--- src/ucode_pkg.sv ---
`default_nettype none

package ucode_pkg;

   localparam int ucode_aw  = 5;   // Microcode index width, 32 words
   localparam int operand_w = 16;  // Instruction operand width

   typedef enum logic [2:0] {
      op_ld,                       // Acc = operand
      op_add,                      // Acc = acc + operand
      op_sub,                      // Acc = acc - operand
      op_and,                      // Acc = acc & operand
      op_xor,                      // Acc = acc ^ operand
      op_shl,                      // Acc <<= operand[3:0]
      op_shr                       // Acc >>= operand[3:0]
   } opcode_e;

   typedef enum logic [2:0] {
      alu_pass,                    // Pass B
      alu_add,
      alu_sub,                     // Acc + ~B + carry in
      alu_and,
      alu_xor
   } alu_op_e;

   typedef enum logic [1:0] {
      sh_none,
      sh_left,
      sh_right
   } shift_e;

   typedef struct packed {
      opcode_e                opcode;
      logic [operand_w-1:0]   operand;
   } instr_t;

   // Control word, s_alu sits in the top bits
   typedef struct packed {
      alu_op_e                s_alu;      // ALU select
      logic                   s_carryin;  // Carry in, set for sub
      shift_e                 s_shift;    // Shifter mode, stalls while count nonzero
      logic                   ld_opnd;    // Load operand register B
      logic                   ld_cnt;     // Load shift counter
      logic                   we_acc;     // Accumulator write enable
      logic                   dispatch;   // Next index from opcode entry
      logic                   last;       // End of sequence
      logic [ucode_aw-1:0]    rinx;       // Next microcode index
   } ucode_word_t;

   // Entry points into the microcode
   localparam logic [ucode_aw-1:0] ent_ld  = 5'd1;
   localparam logic [ucode_aw-1:0] ent_add = 5'd3;
   localparam logic [ucode_aw-1:0] ent_sub = 5'd5;
   localparam logic [ucode_aw-1:0] ent_and = 5'd7;
   localparam logic [ucode_aw-1:0] ent_xor = 5'd9;
   localparam logic [ucode_aw-1:0] ent_shl = 5'd11;
   localparam logic [ucode_aw-1:0] ent_shr = 5'd14;
   localparam logic [ucode_aw-1:0] ent_nop = 5'd13;  // Bare last word of shl

   localparam ucode_word_t uw_nop = '{s_alu: alu_pass, s_carryin: 1'b0, s_shift: sh_none,
                                      ld_opnd: 1'b0, ld_cnt: 1'b0, we_acc: 1'b0,
                                      dispatch: 1'b0, last: 1'b0, rinx: '0};

   localparam ucode_word_t uw_idle = '{s_alu: alu_pass, s_carryin: 1'b0, s_shift: sh_none,
                                       ld_opnd: 1'b0, ld_cnt: 1'b0, we_acc: 1'b0,
                                       dispatch: 1'b1, last: 1'b0, rinx: '0};

   function automatic logic [ucode_aw-1:0] ucode_entry(input opcode_e op);
      case (op)
         op_ld:   return ent_ld;
         op_add:  return ent_add;
         op_sub:  return ent_sub;
         op_and:  return ent_and;
         op_xor:  return ent_xor;
         op_shl:  return ent_shl;
         op_shr:  return ent_shr;
         default: return ent_nop;  // Unknown code retires without effect
      endcase
   endfunction

endpackage

`default_nettype wire

--- src/ucode_sequencer.sv ---
`default_nettype none

module ucode_sequencer #(
   parameter int data_w = 16
) (
   input  wire logic                              clk,
   input  wire logic                              rst_n,
   input  wire logic                              instr_valid,     // One-cycle strobe
   input  wire ucode_pkg::instr_t                 instr,
   input  wire ucode_pkg::ucode_word_t            uword,           // Current control word
   input  wire logic                              progress_ucode,  // Low while shifting
   output logic        [ucode_pkg::ucode_aw-1:0]  minx,            // Next microcode index
   output logic        [data_w-1:0]               opnd,            // Latched operand
   output logic                                   busy,
   output logic                                   done
);

   ucode_pkg::instr_t instr_q;  // Instruction in flight
   logic              accept;   // Strobe taken this edge
   logic              retire;   // Last word leaves this edge

   assign accept = instr_valid && !busy;  // Strobes while busy are dropped
   assign retire = busy && uword.last && progress_ucode;

   // Payload only, opcode is looked at while busy
   always_ff @(posedge clk) begin
      if (accept) begin
         instr_q <= instr;
      end
   end

   always_ff @(posedge clk or negedge rst_n) begin
      if (!rst_n) begin
         busy <= 1'b0;
         done <= 1'b0;
      end else begin
         done <= retire;  // Single pulse, result valid with it
         if (accept) begin
            busy <= 1'b1;
         end else if (retire) begin
            busy <= 1'b0;
         end
      end
   end

   // Idle word loops on itself until an instruction is in flight.
   // Index is frozen during a stall because the store holds uword.
   assign minx = (busy && uword.dispatch) ? ucode_pkg::ucode_entry(instr_q.opcode)
                                          : uword.rinx;

   assign opnd = instr_q.operand;  // Same width as data_w

endmodule

`default_nettype wire

--- src/ucode_store.sv ---
`default_nettype none

module ucode_store #(
   parameter int no_ucodeopt = 0
) (
   input  wire logic                              clk,
   input  wire logic                              rst_n,
   input  wire logic  [ucode_pkg::ucode_aw-1:0]   minx,
   input  wire logic                              progress_ucode,  // Freeze word when low
   output ucode_pkg::ucode_word_t                 uword
);

   ucode_pkg::ucode_word_t rom_word;  // Word addressed by minx

   generate
      if (no_ucodeopt == 1) begin : g_flat
         // Full 16-bit words, fields as in ucode_word_t
         function automatic logic [$bits(ucode_pkg::ucode_word_t)-1:0] flat_rom(
            input logic [ucode_pkg::ucode_aw-1:0] idx
         );
            case (idx)
               5'd1:    return 16'h0202;  // ld: load B
               5'd2:    return 16'h00A0;  // Pass B, write, last
               5'd3:    return 16'h0204;  // add
               5'd4:    return 16'h20A0;
               5'd5:    return 16'h0206;  // sub
               5'd6:    return 16'h50A0;  // Carry in set
               5'd7:    return 16'h0208;  // and
               5'd8:    return 16'h60A0;
               5'd9:    return 16'h020A;  // xor
               5'd10:   return 16'h80A0;
               5'd11:   return 16'h010C;  // shl: load count
               5'd12:   return 16'h040D;  // Shift left
               5'd13:   return 16'h0020;  // Last
               5'd14:   return 16'h010F;  // shr: load count
               5'd15:   return 16'h0810;  // Shift right
               5'd16:   return 16'h0020;  // Last
               default: return 16'h0040;  // Idle, dispatch
            endcase
         endfunction

         assign rom_word = ucode_pkg::ucode_word_t'(flat_rom(minx));
      end else begin : g_compact
         typedef enum logic [3:0] {
            cl_idle, cl_load, cl_pass, cl_add, cl_sub, cl_and, cl_xor,
            cl_cnt, cl_shl, cl_shr, cl_last
         } cls_e;

         typedef struct packed {
            cls_e                           cls;   // Sequence class
            logic [ucode_pkg::ucode_aw-1:0] rinx;
         } centry_t;  // 9 bits

         function automatic centry_t compact_rom(input logic [ucode_pkg::ucode_aw-1:0] idx);
            case (idx)
               5'd1:    return '{cl_load, 5'd2};
               5'd2:    return '{cl_pass, 5'd0};
               5'd3:    return '{cl_load, 5'd4};
               5'd4:    return '{cl_add, 5'd0};
               5'd5:    return '{cl_load, 5'd6};
               5'd6:    return '{cl_sub, 5'd0};
               5'd7:    return '{cl_load, 5'd8};
               5'd8:    return '{cl_and, 5'd0};
               5'd9:    return '{cl_load, 5'd10};
               5'd10:   return '{cl_xor, 5'd0};
               5'd11:   return '{cl_cnt, 5'd12};
               5'd12:   return '{cl_shl, 5'd13};
               5'd13:   return '{cl_last, 5'd0};
               5'd14:   return '{cl_cnt, 5'd15};
               5'd15:   return '{cl_shr, 5'd16};
               5'd16:   return '{cl_last, 5'd0};
               default: return '{cl_idle, 5'd0};
            endcase
         endfunction

         centry_t ent;

         always_comb begin
            ent      = compact_rom(minx);
            rom_word = ucode_pkg::uw_nop;
            rom_word.rinx = ent.rinx;
            case (ent.cls)  // Enables
               cl_idle: rom_word.dispatch = 1'b1;
               cl_load: rom_word.ld_opnd  = 1'b1;
               cl_cnt:  rom_word.ld_cnt   = 1'b1;
               cl_shl:  rom_word.s_shift  = ucode_pkg::sh_left;
               cl_shr:  rom_word.s_shift  = ucode_pkg::sh_right;
               cl_last: rom_word.last     = 1'b1;
               default: begin  // ALU classes write and end
                  rom_word.we_acc = 1'b1;
                  rom_word.last   = 1'b1;
               end
            endcase
            case (ent.cls)  // ALU select
               cl_add:  rom_word.s_alu = ucode_pkg::alu_add;
               cl_sub: begin
                  rom_word.s_alu     = ucode_pkg::alu_sub;
                  rom_word.s_carryin = 1'b1;
               end
               cl_and:  rom_word.s_alu = ucode_pkg::alu_and;
               cl_xor:  rom_word.s_alu = ucode_pkg::alu_xor;
               default: rom_word.s_alu = ucode_pkg::alu_pass;
            endcase
         end
      end
   endgenerate

   always_ff @(posedge clk or negedge rst_n) begin
      if (!rst_n) begin
         uword <= ucode_pkg::uw_idle;
      end else if (progress_ucode) begin  // Hold word while shifter busy
         uword <= rom_word;
      end
   end

endmodule

`default_nettype wire

--- src/ucode_datapath.sv ---
`default_nettype none

module ucode_datapath #(
   parameter int data_w = 16
) (
   input  wire logic                    clk,
   input  wire logic                    rst_n,
   input  wire ucode_pkg::ucode_word_t  uword,           // Control fields
   input  wire logic   [data_w-1:0]     opnd,            // Operand from sequencer
   output logic                         progress_ucode,  // Low stalls the microcode
   output logic        [data_w-1:0]     result
);

   logic [data_w-1:0] opnd_b;     // Operand register B
   logic [3:0]        shift_cnt;  // Remaining shift steps
   logic [data_w-1:0] acc;        // Accumulator
   logic [data_w-1:0] alu_out;
   logic              shifting;   // Shift word present

   assign shifting       = (uword.s_shift != ucode_pkg::sh_none);
   assign progress_ucode = !(shifting && (shift_cnt != 4'd0));

   always_ff @(posedge clk) begin
      if (uword.ld_opnd) begin
         opnd_b <= opnd;
      end
   end

   always_comb begin
      case (uword.s_alu)
         ucode_pkg::alu_pass: alu_out = opnd_b;
         ucode_pkg::alu_add:  alu_out = acc + opnd_b;
         ucode_pkg::alu_sub:  alu_out = acc + ~opnd_b + data_w'(uword.s_carryin);
         ucode_pkg::alu_and:  alu_out = acc & opnd_b;
         ucode_pkg::alu_xor:  alu_out = acc ^ opnd_b;
         default:             alu_out = opnd_b;  // Unused selects
      endcase
   end

   always_ff @(posedge clk or negedge rst_n) begin
      if (!rst_n) begin
         shift_cnt <= 4'd0;
      end else if (uword.ld_cnt) begin
         shift_cnt <= opnd[3:0];  // Shift amount
      end else if (!progress_ucode) begin
         shift_cnt <= shift_cnt - 4'd1;  // One step per stalled cycle
      end
   end

   always_ff @(posedge clk or negedge rst_n) begin
      if (!rst_n) begin
         acc <= '0;
      end else if (!progress_ucode) begin
         if (uword.s_shift == ucode_pkg::sh_left) begin
            acc <= {acc[data_w-2:0], 1'b0};  // Zero fill
         end else begin
            acc <= {1'b0, acc[data_w-1:1]};
         end
      end else if (uword.we_acc) begin
         acc <= alu_out;  // Wraps modulo 2**data_w
      end
   end

   assign result = acc;

endmodule

`default_nettype wire

--- src/ucode_core.sv ---
`default_nettype none

module ucode_core #(
   parameter int data_w      = 16,  // Must equal ucode_pkg::operand_w
   parameter int no_ucodeopt = 0    // 1 selects the flat store
) (
   input  wire logic                 clk,
   input  wire logic                 rst_n,
   input  wire logic                 instr_valid,
   input  wire ucode_pkg::instr_t    instr,
   output logic                      busy,
   output logic                      done,
   output logic        [data_w-1:0]  result
);

   logic [ucode_pkg::ucode_aw-1:0] minx;            // Index into store
   ucode_pkg::ucode_word_t         uword;           // Registered control word
   logic                           progress_ucode;  // Stall from shifter
   logic [data_w-1:0]              opnd;            // Latched operand

   ucode_sequencer #(.data_w(data_w)) i_ucode_sequencer (
      .clk            (clk),
      .rst_n          (rst_n),
      .instr_valid    (instr_valid),
      .instr          (instr),
      .uword          (uword),
      .progress_ucode (progress_ucode),
      .minx           (minx),
      .opnd           (opnd),
      .busy           (busy),
      .done           (done)
   );

   ucode_store #(.no_ucodeopt(no_ucodeopt)) i_ucode_store (
      .clk            (clk),
      .rst_n          (rst_n),
      .minx           (minx),
      .progress_ucode (progress_ucode),
      .uword          (uword)
   );

   ucode_datapath #(.data_w(data_w)) i_ucode_datapath (
      .clk            (clk),
      .rst_n          (rst_n),
      .uword          (uword),
      .opnd           (opnd),
      .progress_ucode (progress_ucode),
      .result         (result)
   );

endmodule

`default_nettype wire

--- config.mk ---
export PLATFORM = sky130hd
export DESIGN_NAME = ucode_core
export DESIGN_NICKNAME = d
export VERILOG_FILES = /design/src/ucode_pkg.sv /design/src/ucode_sequencer.sv /design/src/ucode_store.sv /design/src/ucode_datapath.sv /design/src/ucode_core.sv
export SDC_FILE = /design/constraint.sdc
export NUM_CORES = 1
export LEC_CHECK = 0
export ABC_CLOCK_PERIOD_IN_PS = 3230
export BUFFER_PORTS_ARGS = -buffer_cell sky130_fd_sc_hd__buf_4
export CORE_ASPECT_RATIO = 0.9
export CORE_MARGIN = 2
export CORE_UTILIZATION = 40
export DETAILED_ROUTE_END_ITERATION = 8
export PLACE_DENSITY = 0.54
export SLEW_MARGIN = 20
export SYNTH_ARGS = -nofsm -noshare
export SYNTH_HDL_FRONTEND = slang
export SYNTH_SLANG_ARGS = --single-unit
--- constraint.sdc ---
create_clock -name clk -period 3.23 [get_ports clk]
set_clock_uncertainty 0.05 [all_clocks]
set_input_delay 0.4845 -clock clk [delete_from_list [all_inputs] [get_ports clk]]
set_output_delay 0.4845 -clock clk [all_outputs]
set_load 0.03 [all_outputs]
Word-level counts from Yosys, hierarchy flattened
Memories as Yosys holds them, arrays and structs flattened.
Cells that the tools add are included.
{"block": "classes", "bitwise": 3, "eq_ne": 20, "mux": 18, "n_addsub": 4, "reduce_logical": 16}
{"operator": "16-bit case mux with 4 select lines", "count": 1}
{"operator": "16-bit two-way mux", "count": 3}
{"operator": "16-bit adder", "count": 2}
{"operator": "4-bit case mux with 7 select lines", "count": 1}
{"operator": "16-bit by 1-bit adder with 16-bit output", "count": 1}
{"operator": "16-bit AND", "count": 1}
{"operator": "4-bit by 3-bit equality test with 1-bit output (second input constant)", "count": 4}
{"operator": "16-bit inverter", "count": 1}
{"operator": "16-bit XOR", "count": 1}
{"operator": "3-bit by 2-bit equality test with 1-bit output (second input constant)", "count": 4}
{"operator": "3-bit equality test (second input constant)", "count": 4}
{"operator": "4-bit equality test (second input constant)", "count": 3}
{"operator": "3-bit case mux with 4 select lines", "count": 1}
{"operator": "1-bit two-way mux", "count": 8}
{"operator": "4-bit two-way mux", "count": 2}
{"operator": "2-bit nonzero test", "count": 4}
{"operator": "3-bit by 1-bit equality test with 1-bit output (second input constant)", "count": 2}
{"operator": "6-bit OR reduction", "count": 1}
{"operator": "1-bit logical AND", "count": 5}
{"operator": "5-bit two-way mux", "count": 1}
{"operator": "5-bit OR reduction", "count": 1}
{"operator": "4-bit by 1-bit equality test with 1-bit output (second input constant)", "count": 1}
{"operator": "4-bit by 2-bit equality test with 1-bit output (second input constant)", "count": 1}
{"operator": "4-bit logical NOT", "count": 1}
{"operator": "other kinds (6)", "count": 7}
{"block": "word_totals", "rom_bits": 288, "word_cells": 78, "regBits": 73, "output_inout_bits": 18, "n_memories": 1}
{"name": "(no name shown)", "words": 32, "width": 9, "rd": 1, "rd_ports_with_merged_regs": 0, "write_ports": 0, "line_no": "ucode_store.sv:55", "text": "case (idx)"}

Logic depth before layout (Yosys ltp)
Gate-level depths: netlist of the first run.
An unclocked memory read counts as a cell.
{"block": "logic_depth", "word_depth": 7, "mapped_depth": 11, "depth_no_buf": 11}

Modules after synthesis
A second synthesis of the first run with hierarchy kept.
{"block": "unflattened", "hier_cells": 688, "area_unflattened_um2": 5931.9}
{"module": "ucode_datapath", "area_per_inst_um2": 4060.1, "seq_area_each_um2": 980.9, "n_inst": 1, "cells_each": 525}
{"module": "ucode_store", "area_per_inst_um2": 1017.2, "seq_area_each_um2": 401.6, "n_inst": 1, "cells_each": 113}
{"module": "ucode_sequencer", "area_per_inst_um2": 854.6, "seq_area_each_um2": 620.6, "n_inst": 1, "cells_each": 50}

Worst setup path before layout of the first run
Ideal clock, no wire load.
{"block": "synth_path", "path_type": "register -> register", "from": "reg i_ucode_datapath.acc[0], in the netlist i_ucode_datapath.result[0]", "to": "reg i_ucode_datapath.acc[12], in the netlist i_ucode_datapath.result[12]", "setup_time_ps": 131, "arrival_ps": 2567, "setup_slack_ps": 481, "stages_incl_launch_ff": 11, "synth_period_minus_slack_ps": 2749, "t_required_ps": 3049, "path_buffers": 0, "cell_sequence": "dfrtp_1 > inv_1 > fa_1 > inv_1 > fa_1 > a21o_1 > a221o_1 > a32oi_1 > o41ai_1 > a2111oi_0 > o21ai_1"}
{"block": "synth_via", "elab_chain_cells": 5, "elab_cells_between_ends": 6}
{"element": "start: declaration", "line_no": "ucode_datapath.sv:16", "text": "logic [data_w-1:0] acc;"}
{"element": "start signal: assignment", "line_no": "ucode_datapath.sv:55", "text": "acc <= {acc[data_w-2:0], 1'b0};"}
{"element": "start signal: assignment", "line_no": "ucode_datapath.sv:57", "text": "acc <= {1'b0, acc[data_w-1:1]};"}
{"element": "start signal: assignment", "line_no": "ucode_datapath.sv:60", "text": "acc <= alu_out;"}
{"element": "16-bit adder", "line_no": "ucode_datapath.sv:33", "text": "ucode_pkg::alu_sub: alu_out = acc + ~opnd_b + data_w'(uword.s_carryin);"}
{"element": "16-bit by 1-bit adder with 16-bit output", "line_no": "ucode_datapath.sv:33"}
{"element": "16-bit case mux with 4 select lines (*)", "line_no": "ucode_datapath.sv:30", "text": "case (uword.s_alu)"}
{"element": "16-bit two-way mux (*)", "line_no": "ucode_datapath.sv:59", "text": "end else if (uword.we_acc) begin"}
{"element": "16-bit two-way mux (*)", "line_no": "ucode_datapath.sv:53", "text": "end else if (!progress_ucode) begin"}
Every way passes the cells marked *; elsewhere a longest branch is shown, timed or not. The select of a mux whose other input is x is not followed.
A chain may end at the register's enable or synchronous reset.

Worst setup path in the final report of the first run
Same ends and word-level chain as after synthesis.

==> impl_summary.log, run 1 <==
INFO  metric synth_area_leader_cell = edfxtp_1
INFO  metric gp_routability_congestion = 0.972
INFO  metric worst_skew_late_latency = 0.35 ns
INFO  metric rsz0062_at_grt = no
INFO  metric layout_worst_path_cycle_share = 90.1%
INFO  metric endpoint = i_ucode_datapath.result[12]
INFO  metric die_x = 131 um
INFO  metric regToRegStartpoint = i_ucode_datapath.result[0]
INFO  metric setup-violations-final = 0
INFO  metric initial_core_util = 41.1%
INFO  metric detail_route.vias_per_cell = 5.72
INFO  metric boundaryPins = 40
INFO  metric core_region_area = 14100 um2
INFO  metric synthArstFlopShare = 52.1%
INFO  metric synth.yosys.warnings = 0
INFO  metric power_per_cell_area = 1150 nW/um2
INFO  metric clk_pin_slew_worst_paths = 0.07 ns
INFO  metric finalNonFillerCells = 897
INFO  metric largest_net_degree_at_the_start_of_global_routing = 39
INFO  metric post_drt_wl_per_cell = 18.6 um
INFO  metric final_common_cell = nand2_1
INFO  metric min-delay-path-class = in2async
INFO  metric synth.cell_area = 5780 um2
INFO  metric synth_top_flop_cell = dfrtp_1
INFO  metric post_synth_inst_count = 670
INFO  metric worst-r2r-setup-slack = 0.32 ns
INFO  metric final_cell_mix = nand2_1 (96), buf_4 (61), a21oi_1 (52), nor2_1 (43), o21ai_0 (42)
INFO  metric fraction_of_the_core_area_covered_by_cells_at_the_end_of_the_flow = 46.6%
INFO  metric grt-ovfl-total = 0
INFO  metric seq_area_frac_synth = 34.6%
INFO  metric worst-slew-pin-transition = 1.00 ns
INFO  metric yosys.area.top_type_share = 18.2%
INFO  metric design.die.area = 15400 um2
INFO  metric timing.critical_path.fanout_max = 5
INFO  metric globalRouteTotalUtil = 22.5%
INFO  metric ctsLongestPathBuffers = 2
INFO  metric grt_use_met3 = 4.45%
INFO  metric grt_first_pass_wirelength = 26600 um
INFO  metric status = finished clean
INFO  metric timing.final.max_slew_violations = 0
INFO  metric final_period_minus_worst_setup_slack = 2.91 ns
INFO  metric diodes = 0
INFO  metric finalPower = 7.52 mW
INFO  metric cts.hold.buffers_added = 0
INFO  metric setup.worst_path.start_class = register
INFO  metric place.detailed.instances = 881
INFO  metric globalRouteMet1Util = 35.4%
INFO  metric fin_setup_tns = 0 ns
INFO  metric drcViolationCount = 0
INFO  metric worst_r2r_path_cells = 10
INFO  metric critical_path_class = reg2reg
INFO  metric grt_use_met2 = 31.3%
INFO  metric worstPathArrival = 3.09 ns
INFO  metric crit_path_end_kind = register
INFO  metric cap_violations = 0
INFO  metric max-slew-margin-rel = 33.3%
INFO  metric routed-via-count = 5127
INFO  metric placement.io_buffers = 39
INFO  metric place_hpwl = 12400 um
INFO  metric grt_most_used_layer = met1
INFO  metric die_height = 118 um
INFO  metric firstDrtPassIters = 5
INFO  metric layout_area_overhead = 13.3%
INFO  metric synthesis.area_per_instance = 8.63 um2
INFO  metric timing.fmax = 344 MHz
INFO  metric fin_worst_hold_slack = 0.0845 ns
INFO  metric post_route_cells_drive_above_1_share = 15.3%
INFO  metric synth_edf_count = 35
INFO  metric post_synth_num_cell_types = 81
INFO  metric leakagePower = 2.73 nW
INFO  metric cts_tree = yes
INFO  metric worst_setup_path_startpoint = i_ucode_datapath.result[0]
INFO  metric grt_pass1_vias = 4715
INFO  metric iteration_0_drc_count_of_the_detailed_router = 425
INFO  metric numCtsBuffers = 9
INFO  metric synth_seq_cells = 73
INFO  metric worst-endpoint-required = 3.41 ns
INFO  metric clock-sinks = 73
INFO  metric floorplan.rows = 41
INFO  metric sequential_cell_area = 2000 um2
INFO  metric synthesis.nets = 734
INFO  metric clock_tree.root_cell = clkbuf_16
INFO  metric number_of_hold_violations_in_the_final_report = 0
INFO  metric grt_antenna_before_repair = 0
INFO  metric fill_cells = 1410
INFO  metric worstReg2RegEnd = i_ucode_datapath.result[12]
INFO  metric routed_wl = 16700 um
INFO  metric multi_input_comb_area = 3390 um2
INFO  metric htree_num_levels = 3
INFO  metric ys_top_cells_by_area = edfxtp_1 (18%), dfrtp_1 (16%), ha_1 (8.4%)
INFO  metric ant_nets = 0
INFO  metric fin_nets = 763
INFO  metric irDropWorstVdd = 569 uV
[worst max-delay path, stage by stage (launching register included)]
cell and delay [ns]:
dfrtp_1 0.44, inv_1 0.12, fa_1 0.21, inv_1 0.06, fa_1 0.41, a21o_1 0.21, a221o_1 0.36, a32oi_1 0.34
o41ai_1 0.10, a2111oi_0 0.41, o21ai_1 0.09
[worst min-delay path by stage]
stage | startpoint | endpoint | cells past startpoint
floorplan | rst_n | i_ucode_datapath.result[0] | 0
global placement | i_ucode_sequencer.opnd[5] | i_ucode_datapath.opnd_b[5] | 0
detailed placement | i_ucode_sequencer.opnd[5] | i_ucode_datapath.opnd_b[5] | 0
CTS | rst_n | i_ucode_datapath.result[12] | 1
global route | rst_n | i_ucode_sequencer.done | 1
finish | rst_n | i_ucode_sequencer.busy | 1
[through the flow]
step | setup slack, ns | cell area, um2
final | 0.320 | 6550
after detailed placement | 0.308 | 6240
after CTS | 0.304 | 6550
after global routing | 0.0491 | 6550
after global placement | 0.428 | 6240
after floorplan | 0.481 | 5780
[where the power goes]
group | switching [mW] | internal, mW | leakage [nW]
Sequential | 0.407 | 1.32 | 0.800
Clock | 0.437 | 0.616 | 0.150
Combinational | 2.89 | 1.86 | 1.78
[logic make-up after synthesis]
family | share of synthesized area (%)
AND/OR/NAND/NOR | 19.1
AO/OA/AOI/OAI | 22.7
buffers and inverters | 6.79
flip-flops | 34.6
adder cells (fa/ha/maj) | 9.48
XOR/XNOR | 3.94
multiplexers | 3.29
[cell usage after synthesis (all sizes together), types with 7 or more instances]
| cell type | n |
|---|---|
| mux2i | 10 |
| ha | 39 |
| nand3 | 12 |
| nor3 | 13 |
| nand4 | 7 |
| dfrtp | 37 |
| inv | 39 |
| o31ai | 9 |
| buf | 17 |
| a211oi | 8 |
| nand2b | 12 |
| xor2 | 12 |
| a221oi | 9 |
| edfxtp | 35 |
| nand2 | 97 |
| a21o | 7 |
| nor2 | 45 |
| o22ai | 10 |
| a21oi | 53 |
| a31oi | 12 |
| and3 | 8 |
| o21ai | 48 |
| clkbuf | 26 |
| xnor2 | 14 |
| and2 | 10 |
[layer usage]
layer	share of wire, %	routed length, um
met1	50	8340
met2	43	7110
met3	6.2	1040
met4	1.4	229
met5	0	0
[flip-flops by register name, summed over array words and instances (netlist names)]
| name | flops |
|---|---|
| i_ucode_sequencer.instr_q | 3 |
| i_ucode_datapath.shift_cnt | 4 |
| i_ucode_store.uword | 16 |
| i_ucode_sequencer.opnd | 16 |
| i_ucode_sequencer.busy | 1 |
| i_ucode_datapath.result | 16 |
| i_ucode_datapath.opnd_b | 16 |
| i_ucode_sequencer.done | 1 |
[timing repair]
action                                  in CTS  in global routing
setup buffers                                0                  0
resized for setup                            0                  1
endpoints found under the setup margin       0                  1
hold endpoints to repair                     0                  0
[layout make-up]
type / count / area share (%)
clock inverter: 7 / 1.32
tap: 193 / 3.68
sequential: 73 / 30.6
clock buffer: 9 / 3.44
multi-input combinational: 515 / 51.8
inverter: 39 / 2.23
timing repair buffer: 61 / 6.99
Note: power is estimated with default switching activity, not from simulation.
==> run 2, diff against run 1 <==
Settings changed: ABC_AREA set to 1, CORE_MARGIN 2 to 4.
==> impl_summary.log, run 2 <==
INFO  metric routed_wl = 16000 um
INFO  metric min-delay-path-class = in2async
INFO  metric cap_violations = 0
INFO  metric rsz0062_at_grt = no
INFO  metric final_common_cell = nand2_1
INFO  metric drcViolationCount = 0
INFO  metric synthesis.area_per_instance = 7.31 um2
INFO  metric synthArstFlopShare = 52.1%
INFO  metric gp_routability_congestion = 0.903
INFO  metric clock-sinks = 73
INFO  metric initial_core_util = 41.0%
INFO  metric worst-slew-pin-transition = 0.744 ns
INFO  metric layout_area_overhead = 14.3%
INFO  metric clock_tree.root_cell = clkbuf_16
INFO  metric grt_first_pass_wirelength = 26200 um
INFO  metric worst_skew_late_latency = 0.33 ns
INFO  metric place_hpwl = 12600 um
INFO  metric core_region_area = 13400 um2
INFO  metric synth_top_cells_by_count = nand2_1 (195), inv_1 (114), nand3_1 (69)
INFO  metric fin_area = 6280 um2
INFO  metric synth_edf_count = 35
INFO  metric fin_setup_tns = 0 ns
INFO  metric seq_area_frac_synth = 36.5%
INFO  metric ant_nets = 0
INFO  metric cell_by_cell_trace_of_the_critical_path = inv_1 -> ha_1 -> nand2_1 -> nor2_1 -> inv_1 -> nand2_1 -> nand2_1 -> nor2_2 -> inv_1 -> o31ai_1 -> inv_1 -> a21oi_1
INFO  metric finalPower = 7.52 mW
INFO  metric htree_num_levels = 3
INFO  metric placement.io_buffers = 39
INFO  metric crit_path_end_kind = register
INFO  metric postLayoutSetupSlackWorst = 0.596 ns
INFO  metric firstDrtPassIters = 4
INFO  metric floorplan.rows = 40
INFO  metric synth_top_flop_cell = dfrtp_1
INFO  metric grt-ovfl-total = 0
INFO  metric cts.hold.buffers_added = 0
INFO  metric path_delay_family = simple AND/OR/NAND/NOR gates
INFO  metric fill_cells = 1380
INFO  metric post_drt_wl_per_cell = 16.6 um
INFO  metric place_worst_setup_slack = 0.561 ns
INFO  metric synth.yosys.warnings = 0
INFO  metric cts.repair.resized = 0
INFO  metric setup-violations-final = 0
INFO  metric routed-via-count = 5140
INFO  metric clk_pin_slew_worst_paths = 0.06 ns
INFO  metric synth_area_leader_cell = edfxtp_1
INFO  metric numCtsBuffers = 9
INFO  metric ys_top_cells_by_area = edfxtp_1 (19%), dfrtp_1 (17%), nand2_1 (13%)
INFO  metric setup.worst_path.start_class = register
INFO  metric worst_path_bufs_invs = 4
INFO  metric synth.most_common_cell = nand2_1
INFO  metric die_x = 132 um
INFO  metric cts_post_setup_buffers_inserted = 0
INFO  metric synth.cell_area = 5500 um2
INFO  metric final_cell_mix = nand2_1 (195), inv_1 (114), nand3_1 (69), nor2_1 (63), buf_4 (48)
INFO  metric synthesis.nets = 816
INFO  metric power_per_cell_area = 1200 nW/um2
INFO  metric multi_input_comb_area = 2930 um2
INFO  metric layout_worst_path_cycle_share = 81.6%
INFO  metric largest_net_degree_at_the_start_of_global_routing = 39
INFO  metric detail_route.vias_per_cell = 5.34
INFO  metric diodes = 0
INFO  metric globalRouteTotalUtil = 20.9%
INFO  metric worst_path_max_delay_cell = nor2_2
INFO  metric post_synth_num_cell_types = 45
INFO  metric leakagePower = 3.07 nW
INFO  metric design.die.area = 15700 um2
INFO  metric boundaryPins = 40
INFO  metric cpPeakStageDelay = 0.38 ns
INFO  metric sequential_cell_area = 2000 um2
INFO  metric final_period_minus_worst_setup_slack = 2.63 ns
INFO  metric number_of_hold_violations_in_the_final_report = 0
INFO  metric timing.critical_path.fanout_max = 13
INFO  metric die_height = 119 um
INFO  metric worstPathArrival = 2.84 ns
INFO  metric ctsLongestPathBuffers = 2
INFO  metric iteration_0_drc_count_of_the_detailed_router = 399
INFO  metric fin_nets = 853
INFO  metric grt_antenna_before_repair = 0
INFO  metric crit_top_cell = inv_1
INFO  metric irDropWorstVdd = 439 uV
INFO  metric worst-endpoint-required = 3.43 ns
INFO  metric cts_tree = yes
INFO  metric yosys.area.top_type_share = 19.1%
INFO  metric timing.fmax = 380 MHz
INFO  metric placed_area = 5960 um2
INFO  metric post_synth_inst_count = 752
INFO  metric post_route_cells_drive_above_1_share = 10.8%
INFO  metric timing.final.max_slew_violations = 0
INFO  metric status = finished clean
INFO  metric grt_pass1_vias = 4949
INFO  metric synth_seq_cells = 73
INFO  metric max-slew-margin-rel = 50.4%
INFO  metric critical_path_class = reg2reg
-- run 2: layer usage --
metal	vias up	GRT usage (%)	wire length, um	share of wire [%]
li1	2551	-	-	-
met1	2405	30.8	7820	49
met2	153	31.0	6770	42
met3	31	2.62	958	6.0
met4	0	8.60	422	2.6
met5	-	0	0	0
-- run 2: report_power, final --
group / internal [mW] / total, mW / switching, mW / leakage [nW]
sequential: 1.33 / 1.67 / 0.338 / 0.804
clock: 0.675 / 1.05 / 0.377 / 0.157
combinational: 1.56 / 4.80 / 3.24 / 2.11
-- run 2: worst paths after layout --
path / from / endpoint / slack [ns] / cells past startpoint
max: i_ucode_datapath.shift_cnt[0] / i_ucode_datapath.result[15] / 0.60 / 12
min: rst_n / i_ucode_sequencer.done / 0.08 / 1
max reg2reg: i_ucode_datapath.shift_cnt[0] / i_ucode_datapath.result[15] / 0.60 / 12
min reg2reg: i_ucode_sequencer.opnd[9] / i_ucode_datapath.opnd_b[9] / 0.36 / 0
max in group asynchronous: rst_n / i_ucode_datapath.shift_cnt[3] / 2.68 / 1
min in group clk: instr[14] / i_ucode_sequencer.opnd[14] / 0.28 / 1
-- run 2: final cells by class --
| type | instances | area share (%) |
|---|---|---|
| clock buffer | 9 | 3.59 |
| clock inverter | 7 | 1.51 |
| inverter | 121 | 7.31 |
| multi-input combinational | 536 | 46.6 |
| sequential | 73 | 31.9 |
| tap | 168 | 3.35 |
| timing repair buffer | 48 | 5.74 |
-- run 2: through the flow --
stage,hold slack (ns),cells,utilization (%)
floorplan,0.139,752,-
global placement,0.352,946,44.4
finish,0.0772,962,46.8
global route,0.104,962,46.8
detailed placement,0.355,946,44.4
CTS,0.0925,962,46.8
-- run 2: cells by family after synthesis --
family,synth area share (%)
and+or+nand+nor,27.8
buffers and inverters,10.3
AOI/OAI and AO/OA,15.2
DFF,36.5
adders and majority gates,9.97
xor gates and xnor gates,0.319
